File: src/source/dcache_pkg.sv
package dcache_pkg;

    // geometry: 128 lines of 16 bytes, 32-bit addresses
    localparam int LINE_BYTES = 16;
    localparam int NUM_LINES  = 128;
    localparam int OFFSET_W   = 4;
    localparam int INDEX_W    = 7;
    localparam int TAG_W      = 21;
    localparam int LINE_W     = LINE_BYTES * 8;

    // low bits follow funct3, bit 3 marks a store
    typedef enum logic [3:0] {
        OP_LB  = 4'b0000,
        OP_LH  = 4'b0001,
        OP_LW  = 4'b0010,
        OP_LBU = 4'b0100,
        OP_LHU = 4'b0101,
        OP_SB  = 4'b1000,
        OP_SH  = 4'b1001,
        OP_SW  = 4'b1010
    } mem_op_e;

    typedef logic [LINE_W-1:0]   line_t;
    typedef logic [INDEX_W-1:0]  index_t;
    typedef logic [OFFSET_W-1:0] offset_t;

    typedef struct packed {
        mem_op_e     op;
        logic [31:0] addr;
        logic [31:0] wdata;
    } cpu_req_t;

    typedef struct packed {
        logic [31:0] rdata;
    } cpu_rsp_t;

    // addr is line aligned, wline only meaningful for writes
    typedef struct packed {
        logic        we;
        logic [31:0] addr;
        line_t       wline;
    } mem_req_t;

    typedef struct packed {
        line_t rline;
    } mem_rsp_t;

    typedef struct packed {
        logic [TAG_W-1:0] tag;
    } tag_entry_t;

    function automatic logic op_is_store(mem_op_e op);
        return op[3];
    endfunction

endpackage

File: src/source/dcache_mem_port.sv
`timescale 1ns/1ps

module dcache_mem_port
    import dcache_pkg::*;
(
    input  logic     clk_i,
    input  logic     rst_i,
    input  logic     xfer_start_i,
    input  mem_req_t xfer_req_i,
    output logic     xfer_done_o,
    output mem_rsp_t xfer_rsp_o,
    output logic     mem_req_o,
    output mem_req_t mem_req_data_o,
    input  logic     mem_ack_i,
    input  mem_rsp_t mem_rsp_i
);

    typedef enum logic [1:0] {
        PORT_IDLE,
        PORT_REQ,
        PORT_WAIT_LOW
    } port_state_e;

    port_state_e state_q;
    logic        done_q;
    mem_req_t    req_q;
    mem_rsp_t    rsp_q;

    always_ff @(posedge clk_i) begin
        if (!rst_i) begin
            state_q <= PORT_IDLE;
            done_q  <= 1'b0;
        end else begin
            done_q <= 1'b0;
            case (state_q)
                PORT_IDLE: begin
                    if (xfer_start_i) begin
                        state_q <= PORT_REQ;
                    end
                end
                PORT_REQ: begin
                    if (mem_ack_i) begin
                        state_q <= PORT_WAIT_LOW;
                    end
                end
                default: begin
                    // transfer ends once memory drops its ack
                    if (!mem_ack_i) begin
                        state_q <= PORT_IDLE;
                        done_q  <= 1'b1;
                    end
                end
            endcase
        end
    end

    always_ff @(posedge clk_i) begin
        if (state_q == PORT_IDLE && xfer_start_i) begin
            req_q <= xfer_req_i;
        end
        if (state_q == PORT_REQ && mem_ack_i) begin
            rsp_q <= mem_rsp_i;
        end
    end

    assign mem_req_o      = (state_q == PORT_REQ);
    assign mem_req_data_o = req_q;
    assign xfer_done_o    = done_q;
    assign xfer_rsp_o     = rsp_q;

endmodule

File: config.mk
export PLATFORM = sky130hd
export DESIGN_NAME = dcache_mem_port
export DESIGN_NICKNAME = d
export VERILOG_FILES = /design/src/source/dcache_pkg.sv /design/src/source/dcache_mem_port.sv
export SDC_FILE = /design/constraint.sdc
export NUM_CORES = 1
export LEC_CHECK = 0
export BUFFER_PORTS_ARGS = -buffer_cell sky130_fd_sc_hd__buf_2
export CORE_AREA = 2 2 228 230
export DETAILED_ROUTE_END_ITERATION = 16
export DIE_AREA = 0 0 230 232
export GPL_TIMING_DRIVEN = 0
export SLEW_MARGIN = 20
export SYNTH_ARGS = -nofsm -noshare
export SYNTH_HDL_FRONTEND = slang
export SYNTH_SLANG_ARGS = --single-unit
File: constraint.sdc
create_clock -name clk_i -period 40 [get_ports clk_i]
set_input_delay 6 -clock clk_i [delete_from_list [all_inputs] [get_ports clk_i]]
set_output_delay 6 -clock clk_i [all_outputs]
set_load 0.02 [all_outputs]
==> summary.txt <==
Route
  • DRT iter0 DRCs: 191
  • Final ANT Viol Nets: 0
  • Overall via count from detail_route: about 5.7k
  • Drt wl/cell: 19.1 um
  • DR vias/cell: 3.46
  • WL final: between 30000 and 40000 um
  • DRC: 0
  • DR pass1 iterations: 4

Power
  • Pwr dens: 54.8 mW/mm^2
  • Tot Pwr: just under 0.0008 W
  • Max IR drop VDD: 0.0354 mV
  • Leakage power: 5.81 nW

Setup path
  • Worst Setup End Kind: flop
  • Crit path max fanout: 11
  • CP Data Required Time: 40.23 ns
  • CP dominant cell by count: buf_4
  • CP delay by family, top: buffers and inverters
  • Slowest CP cell: nor3b_2
  • Worst Path Arrival: 7.93 ns
  • Worst path cell trace: buf_2, nor3b_2, buf_4, buf_4, buf_6, buf_4, buf_4, buf_4, buf_4
  • Setup slack, reg-to-reg: 37.44 ns
  • Crit path kind: in -> reg
  • Largest stage delay, worst path: 0.42 ns
  • Buffers plus inverters on the worst setup path: 8
  • Startpoint Class: input pin

Clocking
  • Max Root-Sink Buffers: 3
  • Post_cts resized: 0
  • Post-CTS Hold Buffers: 0
  • Clk_lat worst skew: 0.54 ns
  • # clock sinks: 292
  • Root buf cell: clkbuf_16
  • Num CTS Buffers: 37
  • TritonCTS clock tree: done
  • Post-CTS Setup Repair Bufs: 0
  • H-tree depth: 2
  • Reg clk slew, reported paths: roughly 0.060 ns

Floorplanning
  • Die ar.: 0.0534 sq mm
  • Die width: 230 um
  • Die height: 232 um
  • Core area: 0.0509 sq mm
  • Io pins: 584
  • Initial core utilization: 17.3%
  • Site row count: 83

Placed design
  • Pre-CTS WS: 31.71 ns
  • DP HPWL: 25700 um
  • Routability congestion estimate: 0.783
  • Port bufs: 583

Timing
  • Min Tclk post-route: 7.70 ns
  • Worst Slack Setup Final: 32.30 ns
  • Worst-Margin Slew: 0.488 ns
  • Post-Route Skew: 0.0237 ns
  • Slew Viols, Final: 0
  • Final period util: 19.2%
  • Hold WS: 0.598 ns
  • Final setup fails: 0
  • Hold Vio Cnt, Final: 0
  • RSZ-0062 raised after global routing: no
  • Fmax: 0.130 GHz
  • Setup TNS: 0 ns
  • Slew margin rel.: between 60 and 70%

Synth
  • Synth async-reset ratio: 0%
  • Most frequent cells after synthesis: edfxtp_1, dfxtp_1, and2b_1
  • Mean Syn Cell Area: 29.3 sq um
  • Top-area cell type share of the netlist area: 98.5%
  • Leading cell types by total area after synthesis: edfxtp_1, dfxtp_1, and2b_1, a21bo_2, and3b_2
  • Top-count cell post-synth: edfxtp_1
  • Cells after Synth: roughly 300
  • Yosys cell types: 10
  • Synth area leader: edfxtp_1
  • Flip-flop and latch count after synthesis: 292
  • Yosys warnings: 0
  • Post-synth EDFFs: 289
  • Syn nets: roughly 600
  • Sequential cell area fraction in the yosys report: around 99%
  • Cell area after synthesis: 0.00881 sq mm
  • Main synth FF type: edfxtp_1

Global route
  • Largest net degree at the start of global routing: 60
  • Global-route wire length before repair: 41800 um
  • GRT Util Overall: between 10% and 20%
  • Initial antenna violation count: 28
  • Vias in the first global route: 5928
  • Gr ovfl total: 0

Hold path
  • Hold Path Class: reg -> reg

Finish
  • Layout cells sized above 1: 68.6%
  • Nets: 1238
  • Synthesis-to-finish area growth: 59.4%

Outcome
  • Status: completed

Job
  • Maxcap violations: 0
[layout make-up]
| type | count | area, sq um |
|---|---|---|
| clock inverters | 23 | 272 |
| well taps | 680 | 851 |
| clock buffers | 44 | 972 |
| fillers | 5187 | 36800 |
| flip-flops and latches | 292 | 8740 |
| repair buffers | 605 | 3130 |
| multi-input cells | 9 | 82.6 |
| diodes | 3 | 7.51 |
[layout by cell type, fill, tap and decap left out]
| cell type | instances |
|---|---|
| clkbuf_1 | 5 |
| nor3b_2 | 1 |
| edfxtp_1 | 289 |
| o211a_1 | 1 |
| and2b_1 | 2 |
| clkinv_2 | 4 |
| buf_16 | 2 |
| and2_4 | 1 |
| clkbuf_16 | 37 |
| clkbuf_8 | 2 |
| clkinv_1 | 4 |
| diode_2 | 3 |
| buf_4 | 19 |
| a21bo_2 | 1 |
| inv_8 | 1 |
| inv_6 | 4 |
| buf_6 | 1 |
| bufinv_16 | 5 |
| o311a_1 | 1 |
| clkinvlp_4 | 3 |
| dfxtp_1 | 3 |
| clkinv_4 | 2 |
| and3b_2 | 1 |
| nor2b_1 | 1 |
| buf_2 | 583 |
[sequential cells by signal (all words and copies together) (netlist names)]
signal,cells
xfer_rsp_o,128
mem_req_data_o,161
xfer_done_o,1
state_q,2
[stage by stage]
| step | instances | instance area (sq um) | utilization [%] |
|---|---|---|---|
| 2_1_floorplan | 301 | 8810 | - |
| 3_3_place_gp | 1564 | 12600 | 24.7 |
| 3_5_place_dp | 1586 | 12800 | 25.2 |
| 4_1_cts | 1653 | 14000 | 27.6 |
| 5_1_grt | 1654 | 14000 | 27.6 |
| 6_report | 1656 | 14000 | 27.6 |
[cells by family after synthesis]
group,Yosys count,synth area share [%]
simple gates,6,0.525
compound gates,3,0.341
flops,292,99.1
[routing by layer]
layer  up-vias  track usage (%)  wire length (um)
li1       2536                -                 -
met1      2666             9.86              9520
met2       420             20.8             16500
met3        96             7.06              4620
met4        20             4.05               962
met5         -                0               117
[final timing paths]
check	startpoint	to	cells after the start
max	xfer_start_i	mem_req_data_o[135]	9
min	state_q[0]	state_q[1]	1
max reg2reg	state_q[1]	mem_req_data_o[135]	8
min reg2reg	state_q[0]	state_q[1]	1
[power breakdown]
part,leakage (nW),internal [W],switching [W]
clock,0.602,0.000208,0.000133
sequential,2.74,0.000358,0.00000449
combinational,2.47,0.0000238,0.0000435
Note: power is estimated with default switching activity, not from simulation.
