### src/source/dcache_pkg.sv
package dcache_pkg;

    // geometry: 128 lines of 16 bytes, 32-bit addresses
    localparam int LINE_BYTES = 16;
    localparam int NUM_LINES  = 128;
    localparam int OFFSET_W   = 4;
    localparam int INDEX_W    = 7;
    localparam int TAG_W      = 21;
    localparam int LINE_W     = LINE_BYTES * 8;

    // low bits follow funct3, bit 3 marks a store
    typedef enum logic [3:0] {
        OP_LB  = 4'b0000,
        OP_LH  = 4'b0001,
        OP_LW  = 4'b0010,
        OP_LBU = 4'b0100,
        OP_LHU = 4'b0101,
        OP_SB  = 4'b1000,
        OP_SH  = 4'b1001,
        OP_SW  = 4'b1010
    } mem_op_e;

    typedef logic [LINE_W-1:0]   line_t;
    typedef logic [INDEX_W-1:0]  index_t;
    typedef logic [OFFSET_W-1:0] offset_t;

    typedef struct packed {
        mem_op_e     op;
        logic [31:0] addr;
        logic [31:0] wdata;
    } cpu_req_t;

    typedef struct packed {
        logic [31:0] rdata;
    } cpu_rsp_t;

    // addr is line aligned, wline only meaningful for writes
    typedef struct packed {
        logic        we;
        logic [31:0] addr;
        line_t       wline;
    } mem_req_t;

    typedef struct packed {
        line_t rline;
    } mem_rsp_t;

    typedef struct packed {
        logic [TAG_W-1:0] tag;
    } tag_entry_t;

    function automatic logic op_is_store(mem_op_e op);
        return op[3];
    endfunction

endpackage

### src/source/dcache_lsu_align.sv
`timescale 1ns/1ps

module dcache_lsu_align
    import dcache_pkg::*;
(
    input  mem_op_e     op_i,
    input  offset_t     offset_i,
    input  line_t       line_i,
    input  logic [31:0] wdata_i,
    output logic [31:0] rdata_o,
    output line_t       line_o
);

    logic [OFFSET_W+2:0] bit_shift;
    line_t               shifted;
    logic [31:0]         word;
    logic [31:0]         st_mask;
    line_t               line_mask;
    line_t               line_data;

    assign bit_shift = {offset_i, 3'b000};

    // addressed bytes moved down to bit 0
    assign shifted = line_i >> bit_shift;
    assign word    = shifted[31:0];

    always_comb begin
        case (op_i)
            OP_LB: begin
                rdata_o = {{24{word[7]}}, word[7:0]};
            end
            OP_LH: begin
                rdata_o = {{16{word[15]}}, word[15:0]};
            end
            OP_LW: begin
                rdata_o = word;
            end
            OP_LBU: begin
                rdata_o = {24'b0, word[7:0]};
            end
            OP_LHU: begin
                rdata_o = {16'b0, word[15:0]};
            end
            default: begin
                rdata_o = '0;
            end
        endcase
    end

    // byte lanes touched by a store, none for loads
    always_comb begin
        case (op_i)
            OP_SB: begin
                st_mask = 32'h0000_00ff;
            end
            OP_SH: begin
                st_mask = 32'h0000_ffff;
            end
            OP_SW: begin
                st_mask = 32'hffff_ffff;
            end
            default: begin
                st_mask = '0;
            end
        endcase
    end

    assign line_mask = line_t'(st_mask) << bit_shift;
    assign line_data = line_t'(wdata_i) << bit_shift;

    assign line_o = (line_i & ~line_mask) | (line_data & line_mask);

endmodule

### config.mk
export PLATFORM = sky130hd
export DESIGN_NAME = dcache_lsu_align
export DESIGN_NICKNAME = d
export VERILOG_FILES = /design/src/source/dcache_pkg.sv /design/src/source/dcache_lsu_align.sv
export SDC_FILE = /design/constraint.sdc
export NUM_CORES = 1
export LEC_CHECK = 0
export BUFFER_PORTS_ARGS = -buffer_cell sky130_fd_sc_hd__buf_2
export CAP_MARGIN = 20
export CORE_AREA = 2 2 126 128
export DETAILED_ROUTE_END_ITERATION = 16
export DIE_AREA = 0 0 128 130
export MAX_ROUTING_LAYER = met4
export PLACE_DENSITY_LB_ADDON = 0.1
export SLEW_MARGIN = 20
export SYNTH_ARGS = -nofsm -noshare
export SYNTH_HDL_FRONTEND = slang
export SYNTH_SLANG_ARGS = --single-unit
### constraint.sdc
create_clock -name vclk -period 7.2
set_clock_uncertainty 0.15 [all_clocks]
set_input_delay 1.08 -clock vclk [all_inputs]
set_output_delay 1.08 -clock vclk [all_outputs]
set_load 0.1 [all_outputs]
==> results of run 1 <==
power by group:
group	switching [mW]	internal, mW
clock network	0	0.00000000743
logic	0.736	0.215
registers	0	0
total	0.736	0.215
critical path, delay by kind of cell:
| kind | cells | cell delay (ps) |
|---|---|---|
| AO/OA/AOI/OAI | 3 | 1380 |
| buffers and inverters | 3 | 1420 |
| AND/OR/NAND/NOR | 2 | 710 |
through the flow:
step	utilization, %	std cells	hold slack (ps)
2_1_floorplan	-	870	2450
3_3_place_gp	48.4	1319	2520
3_5_place_dp	48.4	1319	2520
4_1_cts	48.4	1319	2520
5_1_grt	48.4	1320	2540
6_report	48.4	1320	2520
layout make-up:
type                       instances  area, sq um  area share [%]
antenna                            1         2.50          0.0335
inverter                           5         18.8           0.252
multi-input combinational        781         5450            73.1
timing repair buffer             341         1750            23.4
tap                              192          240            3.22
final timing paths:
kind | from | end | slack, ps | depth (start not counted)
hold / removal | line_i[0] | line_o[0] | 2520 | 4
setup / recovery | offset_i[2] | line_o[35] | 1370 | 8
cell families after synthesis:
kind of cell	count (synthesis)	synth area share, %
AND/OR/NAND/NOR	291	21.0
AO/OA/AOI/OAI	294	32.7
multiplexers	196	39.6
buffers and inverters	89	6.76
placed cells by master (no fill, tap or decap), drive strengths merged, types with 9 or more instances in the layout:
cell type	Yosys	routed
buf	40	341
o21ai	95	95
nand2b	10	10
nor2b	9	9
o221ai	9	9
o22ai	19	19
a21oi	80	80
nand2	159	159
mux2i	104	104
nor2	77	77
a311oi	9	9
mux4	21	21
mux2	71	71
a2bb2oi	9	9
nor3	10	10
a211oi	16	16
layer usage:
layer | global-route usage, % | wire (um) | vias up
met1 | 56.5 | 14700 | 3947
met5 | - | 0 | -
met4 | 6.46 | 743 | 0
li1 | - | - | 3782
met3 | 6.44 | 4010 | 54
met2 | 59.7 | 14800 | 627
==> results.py, run 1 <==
metrics = {
    "run_status": {
        "run_status": "finished clean",
    },
    "cells_and_area": {
        "flow.area_growth_from_synthesis_pct": 27.6,
        "final.fill_count": 1697,
        "final_nets": 1297,
        "sequential_cell_area_sq_um": 0,
        "count_of_clock_net_buffers_in_the_final_layout": 0,
        "n_sequential_cell": 0,
        "layout.cell_area.non_filler_sq_mm": 0.00746,
        "post_route_cells_drive_above_1_share_pct": 39.9,
    },
    "sta": {
        "timing.slew.headroom_pct": 28.0,
        "worst_slack_ps": 1370,
        "rsz0062_at_grt": "false",
        "fin_crit_ps": 5830,
        "tightest_slew_ps": 1080,
        "finalSetupTns_ps": 0,
        "layout_worst_path_cycle_share_pct": 81.0,
        "maxClockFrequency_ghz": 0.171,
        "setup-violations-final": 0,
        "report.final.slew_viol_count": 0,
        "hold_viol": 0,
    },
    "global_routing": {
        "grt_first_pass_wirelength_um": 48100,
        "first_global_vias": 7441,
        "grt_antenna_before_repair": 1,
        "global_route.usage.total_pct": 39.6,
        "pin_count_of_the_biggest_net_entering_global_routing": 105,
        "overflow": 0,
    },
    "clocking": {
        "cts.hold.buffers_added": 0,
        "cts_repair_resize_count": 0,
        "postCtsSetupRepairBufs": 0,
    },
    "drt": {
        "drt_wl_total_um": 34300,
        "vias": 8410,
        "wl_per_cell_um": 26.0,
        "drt-pass1-iter-count": 5,
        "avgViaCountPerCell": 6.37,
        "antenna_violating_nets_post_route": 0,
        "post-route-drc-count": 0,
        "drt-initial-drc-count": 1096,
    },
    "synthesis": {
        "syn-cell-area_sq_mm": 0.00585,
        "seq_area_frac_synth_pct": 0,
        "share_of_the_synthesized_area_in_the_top_cell_type_pct": 17.8,
        "syn-num-nets": 1038,
        "ys_types": 54,
        "synth_most_common_cell": "nand2_1",
        "syn_avg_cell_area_sq_um": 6.72,
        "synth_top_area_cell": "mux2i_1",
        "synthTopCellsByArea": "mux2i_1, mux2_2, nand2_1",
        "post_synth_inst_count": 870,
        "synthTopCellsByCount": "nand2_1, mux2i_1, a21oi_1",
        "synth_warnings": 0,
    },
    "floorplanning": {
        "die_w_um": 128,
        "start_util_pct": 37.9,
        "ioPinCount": 328,
        "placement_rows": 46,
        "die_area_sq_mm": 0.0166,
        "design.core.area_sq_mm": 0.0154,
        "die_height_um": 130,
    },
    "critical_path": {
        "worst_setup_path_end_kind": "output port",
        "cp_data_required_time_ps": 5970,
        "crit_type": "primary input to output port",
        "critical_path_source_type": "primary input",
        "cp_peak_stage_delay_ps": 690,
        "worst_path_max_delay_cell": "a21oi_1",
        "crit_path_cell_trace": "buf_2 -> nand2b_1 -> o32a_1 -> a21oi_1 -> buf_4 -> nor2_1 -> a21oi_1 -> buf_2",
        "timing.critical_path.fanout_max": 44,
        "worstPathArrival_ps": 4600,
    },
    "flow_run": {
        "max-cap-violations": 0,
    },
    "power_and_ir_drop": {
        "p_leak_nw": 3.64,
        "post_layout_power_uw": 951,
        "cellPowerDensity_mw_per_mm2": 127,
        "vdd_drop_max_mv": 0.0852,
    },
    "placed_design": {
        "place.gp.congestion": 1.02,
        "pre_cts_slack_ps": 1480,
        "placedInstanceArea_sq_mm": 0.00746,
        "detailedPlacementHpwl_um": 27300,
        "io_buffers": 328,
    },
    "min_path": {
        "hold_class": "primary input to output port",
    },
}
Power figures use the tool's default switching activity.
==> run 2: changes to the inputs <==
--- a/config.mk
+++ b/config.mk
@@ -5,11 +5,13 @@
 export SDC_FILE = /design/constraint.sdc
 export NUM_CORES = 1
 export LEC_CHECK = 0
+export ABC_AREA = 1
 export BUFFER_PORTS_ARGS = -buffer_cell sky130_fd_sc_hd__buf_2
 export CAP_MARGIN = 20
-export CORE_AREA = 2 2 126 128
+export CORE_ASPECT_RATIO = 0.8
+export CORE_MARGIN = 2
+export CORE_UTILIZATION = 44
 export DETAILED_ROUTE_END_ITERATION = 16
-export DIE_AREA = 0 0 128 130
 export MAX_ROUTING_LAYER = met4
 export PLACE_DENSITY_LB_ADDON = 0.1
 export SLEW_MARGIN = 20
==> constraint.sdc (replaced) <==
create_clock -name vclk -period 5.2
set_clock_uncertainty 0.15 [all_clocks]
set_input_delay 0.78 -clock vclk [all_inputs]
set_output_delay 0.78 -clock vclk [all_outputs]
set_load 0.1 [all_outputs]
==> run 2 against run 1 <==
  * Combinational power grew 64%
  * Highest routed layer unchanged
  * Via count increased by 40%
  * Power up 64%
  * Clock-buffer cell count did not move
  * Die area is 5.1% lower
==> results.py, run 2 <==
metrics = {
    "clocking": {
        "cts_repair_resize_count": 0,
        "postCtsSetupRepairBufs": 0,
        "cts.hold.buffers_added": 0,
    },
    "power_and_ir_drop": {
        "cellPowerDensity_mw_per_mm2": 163,
        "vdd_drop_max_mv": 0.120,
        "p_leak_nw": 5.02,
    },
    "drt": {
        "wl_per_cell_um": 20.2,
        "antenna_violating_nets_post_route": 0,
        "post-route-drc-count": 0,
        "drt_wl_total_um": 38100,
        "avgViaCountPerCell": 6.23,
        "drt-initial-drc-count": 2191,
        "drt-pass1-iter-count": 7,
        "vias": 11777,
    },
    "sta": {
        "fin_crit_ps": 4510,
        "rsz0062_at_grt": "false",
        "finalSetupTns_ps": 0,
        "maxClockFrequency_ghz": 0.222,
        "hold_viol": 0,
        "report.final.slew_viol_count": 0,
        "timing.slew.headroom_pct": 33.5,
        "layout_worst_path_cycle_share_pct": 86.6,
        "tightest_slew_ps": 992,
        "setup-violations-final": 0,
    },
    "synthesis": {
        "synth_warnings": 0,
        "post_synth_inst_count": 1458,
        "synthTopCellsByArea": "nand2_1, o21ai_0, nand3_1",
        "ys_types": 29,
        "share_of_the_synthesized_area_in_the_top_cell_type_pct": 39.3,
        "syn-num-nets": 1626,
        "syn-cell-area_sq_mm": 0.00651,
        "synth_most_common_cell": "nand2_1",
        "synth_top_area_cell": "nand2_1",
        "synthTopCellsByCount": "nand2_1, o21ai_0, nand3_1",
        "seq_area_frac_synth_pct": 0,
        "syn_avg_cell_area_sq_um": 4.47,
    },
    "critical_path": {
        "worst_setup_path_end_kind": "output port",
        "critical_path_source_type": "primary input",
        "timing.critical_path.fanout_max": 52,
        "crit_type": "primary input to output port",
        "worst_path_max_delay_cell": "o22ai_2",
        "worstPathArrival_ps": 3580,
        "cp_data_required_time_ps": 4270,
        "cp_peak_stage_delay_ps": 670,
        "crit_path_cell_trace": "buf_4 -> buf_4 -> o21ai_1 -> o22ai_2 -> nand2_1 -> nand2_1 -> nand2_1 -> buf_2",
        "path_common_cell": "nand2_1",
    },
    "cells_and_area": {
        "flow.area_growth_from_synthesis_pct": 47.1,
        "final_core_util_pct": 66.7,
        "n_sequential_cell": 0,
        "commonest_non_fill_non_tap_cell_in_the_layout": "nand2_1",
        "count_of_clock_net_buffers_in_the_final_layout": 0,
        "sequential_cell_area_sq_um": 0,
        "multi_input_comb_area_sq_mm": 0.00570,
        "final_cell_mix": "nand2_1, buf_2, o21ai_0",
        "post_route_cells_drive_above_1_share_pct": 22.4,
        "final_nets": 1874,
        "final.fill_count": 1397,
    },
    "global_routing": {
        "pin_count_of_the_biggest_net_entering_global_routing": 71,
        "overflow": 0,
        "first_global_vias": 10740,
        "grt_first_pass_wirelength_um": 57800,
        "global_route.usage.total_pct": 47.0,
        "grt_antenna_before_repair": 1,
    },
    "min_path": {
        "hold_class": "primary input to output port",
    },
    "floorplanning": {
        "start_util_pct": 45.4,
        "die_height_um": 113,
        "placement_rows": 39,
        "die_area_sq_mm": 0.0158,
        "die_w_um": 140,
        "design.core.area_sq_mm": 0.0143,
        "ioPinCount": 328,
    },
    "placed_design": {
        "detailedPlacementHpwl_um": 30500,
        "io_buffers": 328,
        "place.gp.congestion": 1.06,
    },
    "run_status": {
        "run_status": "finished clean",
    },
    "flow_run": {
        "max-cap-violations": 0,
    },
}
## run 2: changes by cell type after synthesis, moves of 14 or more
| cell | change |
|---|---|
| mux2i_1 | -97 |
| o21ai_0 | +108 |
| nand3_1 | +157 |
| a211oi_1 | -15 |
| mux4_2 | -21 |
| buf_2 | +26 |
| inv_1 | +72 |
| clkbuf_1 | -14 |
| a21oi_1 | -30 |
| mux2_2 | -70 |
| nand2_1 | +523 |
| nand4_1 | +38 |
## run 2: cell families (layout without fill, tap and decap cells)
kind of cell | Yosys count | in the layout | share of synthesized area (%)
compound gates | 295 | 295 | 23.9
buf+inv | 185 | 431 | 12.5
mux | 7 | 7 | 1.08
other cells | 0 | 2 | 0
simple gates | 971 | 971 | 62.5
## run 2: final timing paths
kind               startpoint          end  slack (ps)  depth (start not counted)
hold / removal    line_i[118]  line_o[118]        1850                          4
setup / recovery  offset_i[0]  line_o[107]         690                          8
## run 2: worst max-delay path: cells and delay by family
family / cells / cell delay [ps]
AND/OR/NAND/NOR: 3 / 900
buffers and inverters: 3 / 990
AO/OA/AOI/OAI: 2 / 870
## run 2: per-layer routing
| metal | part of all wire (%) | track usage [%] | up-vias |
|---|---|---|---|
| met5 | 0 | - | - |
| met1 | 35 | 57.4 | 5088 |
| li1 | - | - | 5301 |
| met2 | 43 | 73.4 | 1134 |
| met4 | 8.1 | 29.0 | 0 |
| met3 | 14 | 6.86 | 254 |
## run 2: through the flow
stage	instance area, sq um	total power [mW]	hold WS, ps	setup slack [ps]	std cells
global placement	9570	1.51	1850	1020	1888
finish	9580	1.56	1850	695	1890
CTS	9570	1.53	1850	850	1888
global route	9570	1.61	1850	660	1889
detailed placement	9570	1.52	1850	853	1888
floorplan	6510	1.02	1980	528	1458
## run 2: cell type report
| class | count | area share (%) |
|---|---|---|
| tap | 184 | 2.40 |
| inverter | 84 | 3.31 |
| timing repair buffer | 347 | 34.8 |
| multi-input combinational | 1273 | 59.5 |
| antenna | 2 | 0.0523 |
## run 2: where the power goes
part | internal, mW | leakage, nW | total, mW | switching [mW]
registers | 0 | 0 | 0 | 0
clock network | 0.0000000515 | 0.0000127 | 0.0000000515 | 0
logic | 0.409 | 5.02 | 1.56 | 1.15
total | 0.409 | 5.02 | 1.56 | 1.15
