===== src/source/dcache_pkg.sv =====
package dcache_pkg;

    // geometry: 128 lines of 16 bytes, 32-bit addresses
    localparam int LINE_BYTES = 16;
    localparam int NUM_LINES  = 128;
    localparam int OFFSET_W   = 4;
    localparam int INDEX_W    = 7;
    localparam int TAG_W      = 21;
    localparam int LINE_W     = LINE_BYTES * 8;

    // low bits follow funct3, bit 3 marks a store
    typedef enum logic [3:0] {
        OP_LB  = 4'b0000,
        OP_LH  = 4'b0001,
        OP_LW  = 4'b0010,
        OP_LBU = 4'b0100,
        OP_LHU = 4'b0101,
        OP_SB  = 4'b1000,
        OP_SH  = 4'b1001,
        OP_SW  = 4'b1010
    } mem_op_e;

    typedef logic [LINE_W-1:0]   line_t;
    typedef logic [INDEX_W-1:0]  index_t;
    typedef logic [OFFSET_W-1:0] offset_t;

    typedef struct packed {
        mem_op_e     op;
        logic [31:0] addr;
        logic [31:0] wdata;
    } cpu_req_t;

    typedef struct packed {
        logic [31:0] rdata;
    } cpu_rsp_t;

    // addr is line aligned, wline only meaningful for writes
    typedef struct packed {
        logic        we;
        logic [31:0] addr;
        line_t       wline;
    } mem_req_t;

    typedef struct packed {
        line_t rline;
    } mem_rsp_t;

    typedef struct packed {
        logic [TAG_W-1:0] tag;
    } tag_entry_t;

    function automatic logic op_is_store(mem_op_e op);
        return op[3];
    endfunction

endpackage


===== src/source/dcache_ctrl.sv =====
`timescale 1ns/1ps

module dcache_ctrl
    import dcache_pkg::*;
(
    input  logic        clk_i,
    input  logic        rst_i,

    input  logic        cpu_req_i,
    input  cpu_req_t    cpu_req_data_i,
    output logic        cpu_ack_o,
    output cpu_rsp_t    cpu_rsp_o,

    output logic        tag_en_o,
    output logic        tag_we_o,
    output index_t      tag_addr_o,
    output tag_entry_t  tag_wdata_o,
    input  tag_entry_t  tag_rdata_i,

    output logic        data_en_o,
    output logic        data_we_o,
    output line_t       data_wdata_o,
    input  line_t       data_rdata_i,

    output line_t       align_line_o,
    input  logic [31:0] align_rdata_i,
    input  line_t       align_line_i,

    output logic        xfer_start_o,
    output mem_req_t    xfer_req_o,
    input  logic        xfer_done_i,
    input  mem_rsp_t    xfer_rsp_i
);

    typedef enum logic [2:0] {
        IDLE,
        LOOKUP,
        WRITEBACK,
        REFILL,
        ACK
    } state_e;

    state_e               state_q;
    state_e               state_d;
    logic [NUM_LINES-1:0] valid_q;
    logic [NUM_LINES-1:0] dirty_q;
    cpu_rsp_t             rsp_q;

    logic [TAG_W-1:0]     req_tag;
    index_t               req_index;
    logic                 is_store;
    logic                 hit;
    logic                 ram_rd;
    logic                 ram_wr;
    logic                 fill_done;
    logic                 finish;

    // request is held stable by the CPU until ack
    assign req_tag   = cpu_req_data_i.addr[31 -: TAG_W];
    assign req_index = cpu_req_data_i.addr[OFFSET_W +: INDEX_W];
    assign is_store  = op_is_store(cpu_req_data_i.op);

    assign hit       = valid_q[req_index] && (tag_rdata_i.tag == req_tag);
    assign fill_done = (state_q == REFILL) && xfer_done_i;
    assign ram_rd    = (state_q == IDLE) && cpu_req_i;
    assign ram_wr    = ((state_q == LOOKUP) && hit && is_store) || fill_done;
    assign finish    = ((state_q == LOOKUP) && hit) || fill_done;

    // both arrays share one index
    assign tag_en_o          = ram_rd || ram_wr;
    assign tag_we_o          = ram_wr;
    assign tag_addr_o        = req_index;
    assign tag_wdata_o.tag   = req_tag;

    assign data_en_o         = ram_rd || ram_wr;
    assign data_we_o         = ram_wr;
    assign data_wdata_o      = align_line_i;

    // refill line bypasses the RAM on the fill cycle
    assign align_line_o = (state_q == REFILL) ? xfer_rsp_i.rline : data_rdata_i;

    always_comb begin
        state_d            = state_q;
        xfer_start_o       = 1'b0;
        xfer_req_o.we      = 1'b0;
        xfer_req_o.addr    = {req_tag, req_index, {OFFSET_W{1'b0}}};
        xfer_req_o.wline   = data_rdata_i;

        case (state_q)
            IDLE: begin
                if (cpu_req_i) begin
                    state_d = LOOKUP;
                end
            end
            LOOKUP: begin
                if (hit) begin
                    state_d = ACK;
                end else if (valid_q[req_index] && dirty_q[req_index]) begin
                    // victim goes out under its old tag
                    xfer_start_o    = 1'b1;
                    xfer_req_o.we   = 1'b1;
                    xfer_req_o.addr = {tag_rdata_i.tag, req_index, {OFFSET_W{1'b0}}};
                    state_d         = WRITEBACK;
                end else begin
                    xfer_start_o = 1'b1;
                    state_d      = REFILL;
                end
            end
            WRITEBACK: begin
                if (xfer_done_i) begin
                    xfer_start_o = 1'b1;
                    state_d      = REFILL;
                end
            end
            REFILL: begin
                if (xfer_done_i) begin
                    state_d = ACK;
                end
            end
            default: begin
                if (!cpu_req_i) begin
                    state_d = IDLE;
                end
            end
        endcase
    end

    always_ff @(posedge clk_i) begin
        if (!rst_i) begin
            state_q <= IDLE;
            valid_q <= '0;
            dirty_q <= '0;
        end else begin
            state_q <= state_d;
            if (fill_done) begin
                valid_q[req_index] <= 1'b1;
                dirty_q[req_index] <= is_store;
            end else if (ram_wr) begin
                dirty_q[req_index] <= 1'b1;
            end
        end
    end

    // load result, zero for stores
    always_ff @(posedge clk_i) begin
        if (finish) begin
            rsp_q.rdata <= align_rdata_i;
        end
    end

    assign cpu_ack_o = (state_q == ACK);
    assign cpu_rsp_o = rsp_q;

endmodule


===== config.mk =====
export PLATFORM = sky130hd
export DESIGN_NAME = dcache_ctrl
export DESIGN_NICKNAME = d
export VERILOG_FILES = /design/src/source/dcache_pkg.sv /design/src/source/dcache_ctrl.sv
export SDC_FILE = /design/constraint.sdc
export NUM_CORES = 1
export LEC_CHECK = 0
export ABC_AREA = 1
export CORE_AREA = 2 2 384 386
export CTS_CLUSTER_DIAMETER = 120
export DETAILED_ROUTE_END_ITERATION = 6
export DIE_AREA = 0 0 386 388
export DONT_BUFFER_PORTS = 1
export MAX_ROUTING_LAYER = met4
export REMOVE_ABC_BUFFERS = 1
export SLEW_MARGIN = 15
export SYNTH_ARGS = -nofsm -noshare
export SYNTH_HDL_FRONTEND = slang
export SYNTH_SLANG_ARGS = --single-unit

===== constraint.sdc =====
create_clock -name clk_i -period 2.9 [get_ports clk_i]
set_input_delay 0.29 -clock clk_i [delete_from_list [all_inputs] [get_ports clk_i]]
set_output_delay 0.29 -clock clk_i [all_outputs]
set_load 0.03 [all_outputs]

==> impl_metrics.json, run 1 <==
{
  "syn_inst": 3390,
  "gr-total-overflow": 0,
  "ys_top_cells_by_area": "nand2_1 (28%), dfxtp_1 (26%), buf_4 (12%)",
  "dpl.hpwl_mm": 120,
  "end_kind": "output pin",
  "cp-start-kind": "flip-flop",
  "synth_simple_gate_area_share_pct": 36.8,
  "finalCriticalPeriod_ps": 3030,
  "ys_ff_latch": 291,
  "initial_core_util_pct": 13.8,
  "worstPathMaxFanout": 6,
  "worstPathCellList": "inv_1 -> nand2_1 -> nand3_1 -> nand2_1 -> o21ai_1 -> nand2_1 -> nor2_1 -> nor2_1 -> nor2_1 -> nand2_2 -> nand2_2 -> nand2_2 -> inv_2 -> nand2_8 -> buf_6 -> clkbuf_16 -> nand2_2 -> nand2_4",
  "cpPeakStageDelay_ps": 300,
  "fmax_ghz": 0.330,
  "gp_congestion": 0.929,
  "core-area_sq_um": 145000,
  "clk_latency_ps": 580,
  "holdWs_ps": 100,
  "synth_edf_count": 32,
  "io_buffers": 0,
  "hold_viol_final": 0,
  "utilization_pct": 16.7,
  "ys_async_sr_fraction_pct": 0,
  "period_share_pct": 104,
  "drive_gt1_share_pct": 10.4,
  "synth-adder-area-share_pct": 0,
  "finalMaxSlewViolations": 0,
  "reg2regPathDepth": 10,
  "routed_wl_mm": 152,
  "reg2reg_to": "dirty_q[105]",
  "die_x_microns": 386,
  "vias": 21500,
  "die_y_microns": 388,
  "antenna_found_initial": 89,
  "violations": "DRC, setup timing",
  "synthToLayoutAreaGrowth_pct": 21.0,
  "cts_sinks": 291,
  "fp-row-count": 140,
  "pwr-share-clk_pct": 39.5,
  "grt_pass1_wl_mm": 189,
  "cp_slowest_cell": "dfxtp_1",
  "min-delay-start": "xfer_done_i",
  "drc": 4,
  "path_clk_slew_ps": 60,
  "rr_startpoint": "state_q[1]",
  "dpl_cell_area_sq_um": 22100,
  "whs_path_depth": 4,
  "hold_class": "primary input to flip-flop",
  "synth_top_area_share_pct": 27.6,
  "p_int_mw": 7.56,
  "grt_max_degree": 154,
  "pwr-share-comb_pct": 23.9,
  "cts_tree": "built",
  "dieArea_sq_um": 150000,
  "worstPathRequired_ps": 2610,
  "clockBufferDepth": 3,
  "setup_ws_ps": -128,
  "wl_per_cell_microns": 29.4,
  "ir_worst_vdd_v": 0.000426,
  "fin_nets": 3696,
  "worst_path_most_repeated_cell": "nand2_2",
  "drtPass1Iterations": 7,
  "grtUsageTotal_pct": 19.7,
  "via_per_inst": 4.16,
  "p_total_mw": 11.3,
  "switching_share_pct": 33.2,
  "netlist_area_sq_um": 20000,
  "relSlewSlack_pct": 28.5,
  "finClkSkew_ps": 52.3,
  "tns_ps": -1720,
  "status": "finished with violations",
  "maxCapViolCount": 0,
  "synthMuxAreaShare_pct": 0,
  "h-tree-depth": 2,
  "seq_power_share_pct": 36.6,
  "synthFlopType": "dfxtp_1",
  "hold_end": "state_q[0]",
  "yosys.cell_count.top_type": "nand2_1",
  "fin_area_sq_um": 24200,
  "synth_top_cell_by_area": "nand2_1",
  "synth.distinct_cells": 31,
  "ant_nets": 0,
  "yosys_warnings": 0,
  "first_global_vias": 18900,
  "drt_iter0_drc": 1815,
  "rrSetupSlack_ps": 280,
  "cts_root_buffer": "clkbuf_16",
  "grt_setup_unrepaired": "true",
  "cts_buffers": 37,
  "timing_worst_setup_path_type": "flip-flop to output pin",
  "synth_compound_area_share_pct": 10.7,
  "setup_violations": 21,
  "arrival_ps": 2740,
  "p_leak_nw": 9.98,
  "io_pins": 992,
  "worst_pin_slew_ps": 1070,
  "p_per_area_nw_per_um2": 467,
  "p_switching_mw": 3.76,
  "synth_common_cells": "nand2_1 (1469), a21oi_1 (374), buf_4 (312)",
  "avgSynthCellArea_sq_um": 5.90,
  "synth_xor_area_share_pct": 0.700,
  "yosysSeqAreaShare_pct": 30.7,
  "synth_top_family_by_area": "simple AND/OR/NAND/NOR gates"
}
[sequential cells by signal, summed over array words and instances, names as in the netlist]
name and count:
cpu_rsp_o 32, valid_q 128, state_q 3, dirty_q 128
[logic make-up (layout without fill, tap and decap cells)]
group / count (synthesis) / count (layout)
simple gates: 1877 / 1877
buf+inv: 787 / 602
compound gates: 418 / 418
xor+xnor: 16 / 16
other cells: 1 / 41
flops: 291 / 291
[power by group through the flow]
stage	registers (mW)	logic, mW	clock network [mW]
6_report	4.14	2.70	4.47
5_1_grt	4.14	2.81	4.71
4_1_cts	4.14	2.68	4.59
3_5_place_dp	4.23	2.58	0
3_3_place_gp	4.23	2.58	0
2_1_floorplan	4.22	1.24	0
[layout by cell type, fill, tap and decap left out, types with 21 or more instances in the layout]
| cell type | n |
|---|---|
| clkbuf_16 | 39 |
| a21oi_1 | 374 |
| nand2_4 | 21 |
| dlygate4sd3_1 | 37 |
| edfxtp_1 | 32 |
| dfxtp_1 | 257 |
| buf_4 | 81 |
| nor2_1 | 197 |
| diode_2 | 37 |
| nand2_1 | 1416 |
| buf_12 | 101 |
| inv_1 | 298 |
| nand2_2 | 30 |
| nand3_1 | 184 |
[layout make-up]
type                       instances  area (sq um)
fill                           16600        121000
multi-input combinational       2315         10000
sequential                       291          6150
timing repair buffer             231          3200
tap                             1917          2400
inverter                         311          1180
clock buffer                      50          1010
clock inverter                    10           134
antenna                           37          92.6
[repair_timing]
item | in CTS | in global routing
cloned | 2 | 2
setup buffers | 3 | 2
hold buffers | 37 | 0
endpoints found under the setup margin | 76 | 52
pin swaps | 19 | 15
hold endpoints to repair | 42 | 0
resized for setup | 75 | 46
[metal layers]
layer | track usage, % | routed length, microns | vias to the layer above
li1 | - | - | 9792
met1 | 19.7 | 52500 | 9998
met2 | 32.7 | 72900 | 1402
met3 | 9.78 | 19200 | 261
met4 | 7.17 | 7110 | 0
met5 | - | 0 | -
[worst max-delay path, delay by kind of cell, from the launching register on]
kind / cells / cell delay (ps)
flip-flops: 1 / 300
buffers and inverters: 4 / 490
AO/OA/AOI/OAI: 1 / 130
AND/OR/NAND/NOR: 13 / 1250
[worst max path at each step]
stage	slack (ps)	from	to
CTS	-160	valid_q[15]	xfer_req_o[151]
global placement	-8	cpu_req_data_i[36]	xfer_req_o[155]
global route	-270	valid_q[86]	xfer_req_o[144]
finish	-130	valid_q[77]	xfer_req_o[146]
detailed placement	-30	cpu_req_data_i[36]	xfer_req_o[157]
floorplan	-18240	state_q[0]	dirty_q[0]
[metrics by stage]
stage	setup WS, ps	cells
2_1_floorplan	-18240	2917
3_3_place_gp	-7.70	5020
3_5_place_dp	-32.2	5020
4_1_cts	-157	5122
5_1_grt	-265	5153
6_report	-128	5162
Note: power is estimated with default switching activity, not from simulation.
==> inputs of run 2 (changes only) <==
--- a/config.mk
+++ b/config.mk
@@ -12,6 +12,7 @@
 export DIE_AREA = 0 0 386 388
 export DONT_BUFFER_PORTS = 1
 export MAX_ROUTING_LAYER = met4
+export PLACE_DENSITY = 0.32
 export REMOVE_ABC_BUFFERS = 1
 export SLEW_MARGIN = 15
 export SYNTH_ARGS = -nofsm -noshare
==> run 2 against run 1 <==
The run still ends with DRC, setup timing left. Worst setup slack worse by 190 ps. Sequential power about the same. Power rose by 3.1%. Utilization shrank 0.53 points. Hold slack worse by 21 ps. Global-route usage increased by 0.77 points. Cell count fell by 0.85%. Critical path type is now primary input to output pin. Largest cell class unchanged. Highest routed layer unchanged.
==> impl_metrics.json, run 2 (synthesis gave the netlist of run 1 again) <==
{
  "status": "finished with violations",
  "violations": "DRC, setup timing",
  "grt_util_met2_pct": 35.3,
  "worst_path_most_repeated_cell": "nand2_2",
  "dieArea_sq_um": 150000,
  "cpPeakStageDelay_ps": 330,
  "path_clk_slew_ps": 50,
  "drc": 2,
  "hold_viol_final": 0,
  "finalMaxSlewViolations": 0,
  "relSlewSlack_pct": 45.0,
  "end_kind": "output pin",
  "cp_slowest_cell": "inv_4",
  "worstPathMaxFanout": 153,
  "worstPathRequired_ps": 2610,
  "fmax_ghz": 0.311,
  "via_per_inst": 4.08,
  "busiest_layer": "met2",
  "rr_startpoint": "valid_q[20]",
  "finClkSkew_ps": 34.2,
  "cts_root_buffer": "clkbuf_16",
  "gp_congestion": 0.869,
  "worstPathCellList": "inv_4 -> buf_4 -> nand2_1 -> nand3_1 -> nand2_1 -> o21ai_2 -> nand2_1 -> nor2_1 -> nor2_1 -> nor2_1 -> nand2_2 -> nand2_2 -> nand2_2 -> inv_2 -> nand2_8 -> clkinv_8 -> clkbuf_16 -> nand2_2 -> nand2_2 -> buf_12",
  "vias": 20900,
  "layout_common_cells": "nand2_1 (1408), a21oi_1 (374), inv_1 (296), dfxtp_1 (255), nor2_1 (197)",
  "synthToLayoutAreaGrowth_pct": 17.2,
  "finalCriticalPeriod_ps": 3220,
  "grt_setup_unrepaired": "true",
  "maxCapViolCount": 0,
  "final_cells": 5118,
  "core-area_sq_um": 145000,
  "cts_sinks": 291,
  "fin_nets": 3647,
  "worst_pin_slew_ps": 824,
  "die_x_microns": 386,
  "utilization_pct": 16.1,
  "drtPass1Iterations": 7,
  "min-delay-start": "cpu_req_i",
  "wl_per_cell_microns": 30.4,
  "hold_class": "primary input to flip-flop",
  "h-tree-depth": 2,
  "grtUsageTotal_pct": 20.4,
  "initial_core_util_pct": 13.8,
  "arrival_ps": 2930,
  "first_global_vias": 19000,
  "setup_violations": 26,
  "clockBufferDepth": 3,
  "die_y_microns": 388,
  "fill_cells": 16900,
  "io_buffers": 0,
  "p_leak_nw": 9.69,
  "cts_tree": "built",
  "period_share_pct": 111,
  "whs_path_depth": 4,
  "met1_usage_pct": 20.8,
  "p_per_area_nw_per_um2": 498,
  "clk_latency_ps": 580,
  "reg2regPathDepth": 16,
  "setup_ws_ps": -317,
  "hold_end": "state_q[0]",
  "cts_buffers": 43,
  "ant_nets": 0,
  "antenna_found_initial": 103,
  "drt_iter0_drc": 1377,
  "fp-row-count": 140,
  "final_common_cell": "nand2_1",
  "drive_gt1_share_pct": 9.85,
  "p_total_mw": 11.7,
  "gr-total-overflow": 0,
  "grt_max_degree": 154,
  "reg2reg_to": "state_q[2]",
  "rrSetupSlack_ps": 130,
  "ir_worst_vdd_v": 0.000346,
  "cp-start-kind": "primary input",
  "io_pins": 992,
  "grt_pass1_wl_mm": 197,
  "routed_wl_mm": 156,
  "use_met3_pct": 8.65,
  "dp.cells": 4968,
  "timing_worst_setup_path_type": "primary input to output pin",
  "dpl.hpwl_mm": 120
}
==> run 2: cell types whose count changed in the layout (fill, tap and decap cells not counted), moves of 5 or more <==
cell / previous run / this run
o21ai_1: 8 / 2
nand2_2: 30 / 52
buf_12: 101 / 61
o21ai_2: 5 / 14
clkbuf_16: 39 / 45
clkbuf_8: 4 / 9
nand2_1: 1416 / 1408
buf_4: 81 / 70
nand2_4: 21 / 11
==> run 2: timing repair <==
action	in CTS	in global routing
setup buffers	4	1
hold buffers	35	0
cloned	1	3
endpoints found under the setup margin	30	42
endpoints found under the hold margin	40	0
pin swaps	6	37
resized for setup	46	70
==> run 2: routing by layer <==
metal | up-vias | share of wire [%] | wire (microns)
met1 | 9757 | 36 | 56600
met2 | 1087 | 49 | 76700
li1 | 9724 | - | -
met4 | 0 | 3.8 | 5980
met3 | 304 | 10 | 16200
met5 | - | 0 | 0
==> run 2: worst max-delay path: cells and delay by family <==
kind	cells	cell delay [ps]
simple gates	13	1120
buf+inv	6	1030
compound gates	1	220
==> run 2: metrics by stage <==
stage | hold WS (ps) | setup WS (ps) | setup TNS [ps] | instance area (sq um)
after floorplan | 388 | -18240 | -5717770 | 17000
after global placement | 389 | -140 | -8680 | 21200
after detailed placement | 389 | -105 | -6010 | 21200
after CTS | 18.9 | -179 | -3830 | 23100
after global routing | 78.6 | -260 | -5540 | 23400
final | 79.4 | -317 | -7060 | 23400
==> run 2: worst max-delay path by stage <==
| stage | slack (ps) | depth (start not counted) | from | endpoint |
|---|---|---|---|---|
| after floorplan | -18240 | 9 | state_q[0] | dirty_q[0] |
| after global placement | -140 | 20 | cpu_req_data_i[36] | xfer_req_o[150] |
| after detailed placement | -110 | 17 | cpu_req_data_i[36] | dirty_q[3] |
| after CTS | -180 | 19 | valid_q[21] | xfer_req_o[150] |
| after global routing | -260 | 19 | valid_q[119] | xfer_req_o[155] |
| final | -320 | 20 | cpu_req_data_i[36] | xfer_req_o[147] |
==> run 2: final cells by class <==
class	count	area, sq um	area share (%)
Timing Repair Buffer	176	2260	9.63
Clock inverter	11	158	0.672
Inverter	311	1190	5.10
Tap cell	1917	2400	10.2
Multi-Input combinational cell	2315	9960	42.5
Clock buffer	62	1240	5.28
Antenna cell	35	87.6	0.374
Sequential cell	291	6150	26.2
==> run 2: power by group <==
group | switching (mW) | internal, mW | total, mW | leakage (nW)
Clock | 2.09 | 3.29 | 5.37 | 0.689
Sequential | 0.0468 | 4.10 | 4.15 | 2.38
Combinational | 1.61 | 0.535 | 2.15 | 6.63
Total | 3.74 | 7.92 | 11.7 | 9.69
